### src/logic/btb_settings.svh
`ifndef BTB_SETTINGS_SVH
`define BTB_SETTINGS_SVH

// ====================
// address and table geometry
// ====================
`define BTB_PC_BITS     32  // fetch address width
`define BTB_INDEX_BITS  10  // 1024 rows
`define BTB_INDEX_LSB   12  // lowest pc bit feeding the row index

// ====================
// fetch block layout
// ====================
`define BTB_LANES       4   // instruction slots per fetch block
`define BTB_INSN_BYTES  5   // bytes per slot
`define BTB_BLOCK_BYTES 20  // sequential step, lanes * slot size

`endif

### src/logic/btb_pkg.sv
`default_nettype none

`include "btb_settings.svh"

package btb_pkg;

  // ====================
  // basic words
  // ====================
  typedef logic [`BTB_PC_BITS-1:0] pc_t;         // one fetch address
  typedef logic [`BTB_INDEX_BITS-1:0] btb_index_t; // row select

  // one lane of a row, 65 bits
  typedef struct packed {
    logic takb;  // branch in this slot was taken at commit
    pc_t  pc;    // full slot address used as tag
    pc_t  tgt;   // branch target
  } btb_entry_t;

  // ====================
  // row of all lanes, lane 0 in the low bits
  // ====================
  typedef btb_entry_t [`BTB_LANES-1:0] btb_row_t;

endpackage

`default_nettype wire

### src/logic/btb_ram_if.sv
`timescale 1ns/100ps
`default_nettype none

// write and read sides of the row store
interface btb_ram_if;

  logic                 we;     // row write strobe
  btb_pkg::btb_index_t  waddr;  // row being written
  btb_pkg::btb_row_t    wrow;   // full row, all lanes
  btb_pkg::btb_index_t  raddr;  // lookup row
  btb_pkg::btb_row_t    rrow;   // row at raddr, one edge later

  // commit side
  modport writer (output we, output waddr, output wrow);

  // lookup side
  modport reader (output raddr, input rrow);

  // the memory itself
  modport store (input we, input waddr, input wrow, input raddr, output rrow);

endinterface

`default_nettype wire

### src/logic/btb_predict.sv
`timescale 1ns/100ps
`default_nettype none

`include "btb_settings.svh"

// lookup side, one request per cycle, result one cycle later
module btb_predict (
  input  logic          clk,
  input  logic          rst,
  input  logic          fetch_valid,  // fetch_pc holds a block to look up
  input  btb_pkg::pc_t  fetch_pc,     // block base
  input  logic          branch_miss,  // backend redirect
  input  btb_pkg::pc_t  miss_pc,      // redirect address
  btb_ram_if.reader     rd,
  output logic          pred_valid,
  output btb_pkg::pc_t  next_pc,
  output logic          takb
);

  // ====================
  // request stage
  // ====================
  logic          req_valid;    // a result is due this cycle
  logic          req_miss;     // redirect wins over everything
  btb_pkg::pc_t  req_pc;       // block base of the request
  btb_pkg::pc_t  req_miss_pc;  // redirect target

  // read issued straight off the incoming address, the store registers it
  assign rd.raddr = fetch_pc[`BTB_INDEX_LSB +: `BTB_INDEX_BITS];

  always_ff @(posedge clk) begin
    if (rst) begin
      req_valid <= 1'b0;
      req_miss  <= 1'b0;
    end else begin
      req_valid <= fetch_valid | branch_miss;  // a miss alone still answers
      req_miss  <= branch_miss;
    end
  end

  // address words, qualified by the flags above
  always_ff @(posedge clk) begin
    req_pc      <= fetch_pc;
    req_miss_pc <= miss_pc;
  end

  // ====================
  // tag compare
  // ====================
  btb_pkg::pc_t            slot_pc [`BTB_LANES];  // address of each slot
  logic [`BTB_LANES-1:0]   lane_hit;              // taken entry with matching tag

  for (genvar k = 0; k < `BTB_LANES; k++) begin : g_lane
    // slot k sits k instructions past the block base
    assign slot_pc[k]  = req_pc + btb_pkg::pc_t'(`BTB_INSN_BYTES * k);
    assign lane_hit[k] = rd.rrow[k].takb && (rd.rrow[k].pc == slot_pc[k]);
  end

  // ====================
  // first taken lane
  // ====================
  logic          any_hit;  // some lane predicts taken
  btb_pkg::pc_t  hit_tgt;  // target of the lowest hitting lane

  always_comb begin
    any_hit = |lane_hit;
    hit_tgt = '0;
    // walk down so the lowest lane is the last one written
    for (int k = `BTB_LANES - 1; k >= 0; k--) begin
      if (lane_hit[k]) begin
        hit_tgt = rd.rrow[k].tgt;
      end
    end
  end

  // ====================
  // next fetch address
  // ====================
  always_comb begin
    if (req_miss) begin
      next_pc = req_miss_pc;  // redirect from the backend
      takb    = 1'b1;
    end else if (any_hit) begin
      next_pc = hit_tgt;      // predicted taken branch in this block
      takb    = 1'b1;
    end else begin
      // fall through to the next block
      next_pc = req_pc + btb_pkg::pc_t'(`BTB_BLOCK_BYTES);
      takb    = 1'b0;
    end
  end

  assign pred_valid = req_valid;  // no holding, consumer takes it now

endmodule

`default_nettype wire

### src/flat_wrapper.sv
// flat-port wrapper written by rule: the top's interface ports become plain ports
module btb_predict_flat 
  (clk, rst, fetch_valid, fetch_pc, branch_miss, miss_pc, pred_valid, next_pc, takb, rd_raddr, rd_rrow);
  btb_ram_if rd_i ();
  input  logic clk;
  input  logic rst;
  input  logic fetch_valid;
  input  btb_pkg::pc_t fetch_pc;
  input  logic branch_miss;
  input  btb_pkg::pc_t miss_pc;
  output logic pred_valid;
  output btb_pkg::pc_t next_pc;
  output logic takb;
  output wire logic [$bits(rd_i.raddr)-1:0] rd_raddr;
  input wire logic [$bits(rd_i.rrow)-1:0] rd_rrow;
  assign rd_raddr = rd_i.raddr;
  assign rd_i.rrow = rd_rrow;
  btb_predict u_core (.clk(clk), .rst(rst), .fetch_valid(fetch_valid), .fetch_pc(fetch_pc), .branch_miss(branch_miss), .miss_pc(miss_pc), .rd(rd_i), .pred_valid(pred_valid), .next_pc(next_pc), .takb(takb));
endmodule
### config.mk
export PLATFORM = sky130hd
export DESIGN_NAME = btb_predict_flat
export DESIGN_NICKNAME = d
export VERILOG_FILES = /design/src/logic/btb_pkg.sv /design/src/logic/btb_ram_if.sv /design/src/logic/btb_predict.sv /design/src/flat_wrapper.sv
export VERILOG_INCLUDE_DIRS = /design/src /design/src/logic
export SDC_FILE = /design/constraint.sdc
export NUM_CORES = 1
export LEC_CHECK = 0
export BUFFER_PORTS_ARGS = -buffer_cell sky130_fd_sc_hd__buf_2
export CELL_PAD_IN_SITES_DETAIL_PLACEMENT = 0
export CELL_PAD_IN_SITES_GLOBAL_PLACEMENT = 1
export CORE_AREA = 2 2 146 177
export DETAILED_ROUTE_END_ITERATION = 8
export DIE_AREA = 0 0 148 179
export PLACE_DENSITY_LB_ADDON = 0.12
export SYNTH_ARGS = -nofsm -noshare
export SYNTH_HDL_FRONTEND = slang
export SYNTH_SLANG_ARGS = --single-unit
### constraint.sdc
create_clock -name clk -period 6.9 [get_ports clk]
set_clock_uncertainty 0.2 [all_clocks]
set_input_delay 1.38 -clock clk [delete_from_list [all_inputs] [get_ports clk]]
set_output_delay 1.38 -clock clk [all_outputs]
set_load 0.005 [all_outputs]
==> out/qor.txt, run 1 <==
outcome: completed
drt first pass iters: 5
min cycle time layout: 6.59 ns
PwrDens: 132 nW/um2
full die area: 26500 um2
CP arrival: 5.01 ns
WL final: 38.0 mm
maximum fanout along the worst path: 21
EDFF count, synth: 0
synthesized flop and latch total: 66
share of the synthesized area in the top cell type: 18.1%
post-route cell area: 10100 um2
cts bufs inserted: 9
RSZ-0062 raised after global routing: false
CTS H-tree depth: 3
starting DRC count in detailed routing: 504
final setup fails: 0
GRT Overall Usage: 27.5%
Area growth syn-to-layout: 38.3%
most common flop cell mapped by yosys: dfxtp_1
vias: 8882
routability cong.: 0.919
Syn Std Cell Area: 7310 um2
height of the die: 179 um
fillcell total: 2768
total core area: 25000 um2
Sink Count: 66
Max-Cap Viols: 0
Async S/R FF share, synth: 0%
CTS tree: built
setup TNS: 0 ns
hpwl dp: 31.0 mm
post-synth cell types: 75
register area share after synthesis: 18.1%
Crit path required time: 5.32 ns
Yosys Warn Count: 0
DP Area: 9810 um2
post-synth top area cell: dfxtp_1
wire per inst: 23.2 um
nets: 1639
setup bufs post-CTS: 0
actual slew at the worst max-slew pin: 0.821 ns
relative slew slack: 45.3%
Peak Freq: 152 MHz
Worst-path clk slew: 0.06 ns
Crit Path Class: input port to primary output
CP Capture Type: primary output
share of layout cells above drive strength 1: 38.1%
Startpoint Class: input port
CTS root buf: clkbuf_16
synth top area cells: dfxtp_1, xor2_1, xnor2_1
largest net degree at the start of global routing: 67
cts repair resizes: 0
first-pass GRT wire length: 54.2 mm
hold-fix buffer count after cts: 0
Initial Utilization: 29.3%
syn avg cell area: 7.83 um2
initial antenna violation count: 4
vias in the first global route: 8744
GRT overflow: 0
VDD IR-drop max: 0.118 mV
Clock Tree Buf Depth: 2
IO Count: 372
cell count after synthesis: 934
Rows: 64
DR vias/cell: 5.42
DRT antenna net count: 0
Port Buffers: 371
Slew Limit Fails: 0
Final Hold Fails: 0
Die W: 148 um
Worst Hold Class: input port to flip-flop
Post-Syn Nets: 1272
drc violations: 0
static leakage: 4.23 nW
final worst-path cycle share: 95.5%
## cell usage in the layout (no fill, tap or decap), types with 4 or more instances in the layout
cell type and instances:
a21o_1 11, ha_1 10, nand2_1 93, nor3_1 26, clkbuf_16 9, inv_1 8, and4_1 21, xor2_1 100
a31oi_1 5, dfxtp_1 65, nor4_1 21, nand2b_1 6, and3_1 9, buf_2 371, diode_2 4, o41a_1 16
xnor2_1 85, nor2_1 34, a21oi_1 42, o21ai_0 32, a211oi_1 5, nand3_1 15, o31ai_1 8, nand4_1 40
a22o_1 15, o41ai_1 16, o21ai_1 11, o2111ai_2 10, a2111oi_0 19, buf_4 77, o2bb2a_1 15, or4_1 13
o2111ai_1 9, nor3b_1 4, or3_1 10
## report_power, final
part	internal [mW]	total, mW	switching (mW)
clock network	0.280	0.479	0.198
logic	0.202	0.426	0.224
registers	0.402	0.426	0.0235
total	0.884	1.33	0.446
## cell usage after synthesis (3+ instances only)
cell	number
xor2_1	100
nand2_1	93
xnor2_1	85
dfxtp_1	66
clkbuf_1	53
a21oi_1	42
nand4_1	40
nor2_1	34
o21ai_0	32
nor3_1	26
buf_2	24
and4_1	21
nor4_1	21
a2111oi_0	19
o41a_1	16
o41ai_1	16
a22o_1	15
nand3_1	15
o2bb2a_1	15
or4_1	14
a21o_1	11
buf_4	11
o21ai_1	11
or3_1	11
ha_1	10
o2111ai_2	10
and3_1	9
o2111ai_1	9
inv_1	8
o31ai_1	8
a31oi_1	6
nand2b_1	6
a211oi_1	5
buf_1	4
nor3b_1	4
a2111o_1	3
a41oi_1	3
nand4b_1	3
nor2b_1	3
nor4_2	3
o211ai_1	3
o21a_1	3
## final timing paths
kind                         start           endpoint  slack (ns)  cells after the start
worst max-delay path  rd_rrow[101]        next_pc[27]        0.31                     14
worst min-delay path  fetch_pc[31]  u_core.req_pc[31]        0.92                      1
## kinds of logic after synthesis
group / synth area share [%]
muxes: 0.274
AOI/OAI and AO/OA: 26.0
and+or+nand+nor: 25.3
xor gates and xnor gates: 22.2
adders and majority gates: 1.71
DFF: 18.1
buffers and inverters: 6.42
## routing by layer
layer	vias up	part of all wire (%)	GRT usage [%]
li1	4249	-	-
met1	4149	40	32.8
met2	406	48	46.9
met3	76	7.1	5.39
met4	2	4.6	14.3
met5	-	0.034	0
## worst max-delay path, stage by stage
cell and delay [ns]:
buf_2 0.11, xor2_1 0.27, xnor2_1 0.13, a2111oi_0 0.38, buf_4 0.17, o211ai_1 0.07, or4_1 0.62, or4_2 0.66
buf_4 0.23, and4_1 0.18, a2111oi_0 0.44, buf_4 0.19, o21ai_1 0.05, buf_2 0.13
## registers in the layout, summed over array words and instances, names as in the netlist
register / flops
u_core.pred_valid: 1
u_core.req_miss_pc: 32
u_core.req_miss: 1
u_core.req_pc: 32
## per-stage QoR
stage / hold WS (ns) / power, mW / setup slack (ns) / utilization [%] / cells
after floorplan: 1.21 / 0.640 / 1.16 / - / 934
after global placement: 1.28 / 0.858 / 0.340 / 39.3 / 1620
after detailed placement: 1.28 / 0.858 / 0.298 / 39.3 / 1620
after CTS: 0.902 / 1.35 / 0.277 / 40.4 / 1636
after global routing: 0.906 / 1.40 / 0.0626 / 40.5 / 1639
final: 0.919 / 1.33 / 0.308 / 40.5 / 1640
## final cells by class
type | count | area, um2 | share of cell area [%]
clock inverter | 6 | 66.3 | 0.656
inverter | 8 | 30.0 | 0.297
tap | 330 | 413 | 4.08
clock buffer | 10 | 229 | 2.26
multi-input combinational | 766 | 5570 | 55.1
timing repair buffer | 450 | 2470 | 24.5
antenna | 4 | 10.0 | 0.0990
sequential | 66 | 1320 | 13.1
(Power assumes the default switching activity.)
==> run 2: changes to the inputs <==
Settings changed: CORE_AREA 2 2 146 177 to 2 2 139 169, DIE_AREA 0 0 148 179 to 0 0 141 171.
==> run 2 against run 1 <==
- critical path depth unchanged
- final area barely moved
- clock-buffer cell count unchanged
- cell count fell by 2.5%
- clock power fell by 2%
- combinational power about the same
- die area decreased by 9.0%
==> out/qor.txt, run 2 (synthesized netlist as in run 1, its figures left out) <==
outcome: completed
Worst Path Buf+Inv: 4
share of layout cells above drive strength 1: 38.5%
WL final: 37.1 mm
CP arrival: 5.10 ns
maximum fanout along the worst path: 10
relative slew slack: 33.4%
routability cong.: 0.944
Largest regs: u_core.req_miss_pc: 32 flops, u_core.req_pc: 32 flops
cts repair resizes: 0
Initial Utilization: 32.3%
final setup fails: 0
Startpoint Class: flip-flop
met2 WL post-DR: 18.1 mm
Worst Hold Class: input port to flip-flop
CP cell instances: inv_1, ha_1, a21oi_1, nor3_1, or3b_2, a2bb2o_1, or4_1, buf_4, or2_1, buf_4, o41a_1, a2111oi_0, o31ai_1, buf_2
min cycle time layout: 6.68 ns
drc violations: 0
most frequent cells in the layout: buf_2, xor2_1, nand2_1, xnor2_1, buf_4
Port Buffers: 371
height of the die: 171 um
vias in the first global route: 8530
largest net degree at the start of global routing: 61
hold-fix buffer count after cts: 0
Die W: 141 um
setup bufs post-CTS: 0
vias: 8893
Peak Freq: 150 MHz
DR vias/cell: 5.56
uppermost layer routed: met4
first-pass GRT wire length: 52.8 mm
CTS tree: built
GRT overflow: 0
Largest stage delay, worst path: 0.65 ns
drt first pass iters: 5
Tot Pwr: 1.32 mW
Critical Path Most Common Cell: buf_4
final worst-path cycle share: 96.9%
setup TNS: 0 ns
hpwl dp: 30.6 mm
Sink Count: 66
DRT antenna net count: 0
wire per inst: 23.2 um
Worst-path clk slew: 0.06 ns
RSZ-0062 raised after global routing: false
IO Count: 372
initial antenna violation count: 3
nets: 1647
met1 wire length: 14.3 mm
CP Capture Type: primary output
VDD IR-drop max: 0.112 mV
fillcell total: 2413
actual slew at the worst max-slew pin: 0.974 ns
met3 WL: 2.86 mm
total core area: 22700 um2
CTS root buf: clkbuf_16
Clock Tree Buf Depth: 2
static leakage: 4.28 nW
Max-Cap Viols: 0
family with the most delay on the worst path: compound AO/OA/AOI/OAI gates
Final Hold Fails: 0
cts bufs inserted: 9
GRT Overall Usage: 29.6%
Crit Path Class: flip-flop to primary output
most common cell after layout, fill and taps aside: buf_2
PwrDens: 130 nW/um2
Slew Limit Fails: 0
CTS H-tree depth: 3
starting DRC count in detailed routing: 591
non-filler cells, final: 1599
Area growth syn-to-layout: 38.4%
Rows: 61
Crit path required time: 5.32 ns
Worst path slowest cell: a2111oi_0
placed cells: 1581
full die area: 24100 um2
[run 2: area by class of cell]
cell class	count	area [um2]	area share [%]
multi-input combinational	766	5570	55.0
timing repair buffer	458	2550	25.2
sequential	66	1330	13.1
tap	283	354	3.50
clock buffer	10	229	2.26
clock inverter	5	56.3	0.556
inverter	8	30.0	0.297
antenna	3	7.51	0.0742
[run 2: per-stage QoR]
step | hold slack, ns | setup slack, ns | util [%] | area (um2)
final | 0.922 | 0.215 | 44.6 | 10100
after global placement | 1.28 | 0.253 | 43.3 | 9820
after floorplan | 1.21 | 1.16 | - | 7310
after global routing | 0.908 | 0.0201 | 44.6 | 10100
after CTS | 0.915 | 0.175 | 44.6 | 10100
after detailed placement | 1.28 | 0.235 | 43.3 | 9820
[run 2: power breakdown]
group / leakage (nW) / switching (mW) / internal [mW]
combinational: 3.58 / 0.221 / 0.203
sequential: 0.557 / 0.0224 / 0.402
clock: 0.138 / 0.192 / 0.277
[run 2: path summary, 6_finish.rpt]
kind / startpoint / end / slack [ns] / depth (start not counted)
setup / recovery: u_core.req_pc[2] / next_pc[29] / 0.22 / 14
hold / removal: fetch_pc[9] / u_core.req_pc[9] / 0.92 / 1
[run 2: routing by layer]
metal	vias to the layer above	track usage, %
li1	4260	-
met1	4097	34.5
met2	458	51.1
met3	78	6.07
met4	0	15.7
met5	-	0
==> run 3: changes to the inputs <==
Settings changed: CORE_AREA 2 2 139 169 to 2 2 135 164, DIE_AREA 0 0 141 171 to 0 0 137 166.
Clock period 6.9 ns to 8.3 ns, I/O delays scaled along.
==> run 3 against run 2 <==
- cell count decreased by 2.9%
- non-clock buffer count decreased by 40
- wire length decreased by 3.5%
- critical path depth decreased by 3
- via count decreased by 0.84%
- critical endpoint is now next_pc[27]
==> out/qor.txt, run 3 (synthesized netlist as in run 1, its figures left out) <==
outcome: completed
Slew Limit Fails: 0
Crit path required time: 6.44 ns
GRT Overall Usage: 30.4%
Final Hold Fails: 0
wire per inst: 23.0 um
Setup WS pre-CTS: 0.844 ns
family with the most delay on the worst path: simple AND/OR/NAND/NOR gates
most frequent cells in the layout: buf_2, xor2_1, nand2_1, xnor2_1, dfxtp_1
final setup margin: 0.713 ns
drt first pass iters: 5
WL final: 35.8 mm
setup bufs post-CTS: 0
Clock Tree Buf Depth: 2
Multi-input gate area: 5570 um2
setup TNS: 0 ns
vias: 8818
hold-fix buffer count after cts: 0
first-pass GRT wire length: 51.7 mm
Largest stage delay, worst path: 1.02 ns
Rows: 59
maximum fanout along the worst path: 37
Peak Freq: 132 MHz
min cycle time layout: 7.59 ns
cts bufs inserted: 9
final worst-path cycle share: 91.4%
Area growth syn-to-layout: 33.5%
Startpoint Class: flip-flop
Max-Cap Viols: 0
cts repair resizes: 0
CP Capture Type: primary output
CTS tree: built
actual slew at the worst max-slew pin: 1.14 ns
CP cell instances: nand4_1, or3_1, nor3_1, xnor2_1, or4_1, or4_2, and4_1, a2111oi_0, buf_4, o21ai_1, buf_2
drc violations: 0
fin util: 45.9%
DRT antenna net count: 0
non-filler cells, final: 1552
nets: 1607
DR vias/cell: 5.68
final setup fails: 0
IO Count: 372
Die W: 137 um
most common cell after layout, fill and taps aside: buf_2
Worst-path clk slew: 0.07 ns
Tot Pwr: 1.07 mW
placed cells: 1532
Crit Path Class: flip-flop to primary output
Sink Count: 66
Worst Hold Class: input port to flip-flop
static leakage: 4.07 nW
Hold Path End: u_core.req_pc[5]
routability cong.: 0.947
Port Buffers: 371
min-delay src: fetch_pc[5]
PwrDens: 109 nW/um2
RSZ-0062 raised after global routing: false
relative slew slack: 24.1%
fillcell total: 2218
height of the die: 166 um
GRT overflow: 0
CP arrival: 5.73 ns
vias in the first global route: 8529
hpwl dp: 28.7 mm
hold depth: 1
starting DRC count in detailed routing: 593
largest net degree at the start of global routing: 67
Largest regs: u_core.req_miss_pc: 32 flops, u_core.req_pc: 32 flops
Worst path slowest cell: or4_2
Register Area: 1320 um2
total core area: 21300 um2
full die area: 22700 um2
Worst Path Buf+Inv: 2
VDD IR-drop max: 0.0969 mV
initial antenna violation count: 7
CP Launch Point: u_core.req_pc[16]
Initial Utilization: 34.4%
CTS H-tree depth: 3
CTS root buf: clkbuf_16
share of layout cells above drive strength 1: 36.6%
-- run 3: worst max-delay path by stage --
stage,cells after the start,to,slack [ns]
after floorplan,10,next_pc[30],2.00
after global placement,11,next_pc[27],0.84
after detailed placement,11,next_pc[27],0.84
after CTS,11,next_pc[27],0.78
after global routing,11,next_pc[3],0.36
final,11,next_pc[27],0.71
-- run 3: stage by stage --
| step | hold WS [ns] | instance area (um2) |
|---|---|---|
| finish | 1.20 | 9760 |
| global route | 1.19 | 9760 |
| CTS | 1.19 | 9750 |
| detailed placement | 1.56 | 9470 |
| global placement | 1.56 | 9470 |
| floorplan | 1.49 | 7310 |
-- run 3: routing by layer --
layer / part of all wire (%) / global-route usage, % / vias to the layer above
li1: - / - / 4189
met1: 39 / 36.0 / 4092
met2: 49 / 51.7 / 445
met3: 7.4 / 6.07 / 86
met4: 4.6 / 14.5 / 6
met5: 0.10 / 0 / -
-- run 3: layout make-up --
cell class / count / share of cell area, %
Inverter: 8 / 0.308
Sequential cell: 66 / 13.5
Timing Repair Buffer: 418 / 22.6
Clock buffer: 10 / 2.45
Clock inverter: 6 / 0.423
Antenna cell: 4 / 0.103
Tap cell: 274 / 3.51
Multi-Input combinational cell: 766 / 57.0
-- run 3: power breakdown --
group / switching [mW] / internal, mW / total [mW] / leakage (nW)
clock: 0.163 / 0.210 / 0.374 / 0.131
sequential: 0.0263 / 0.334 / 0.360 / 0.557
combinational: 0.173 / 0.161 / 0.334 / 3.38
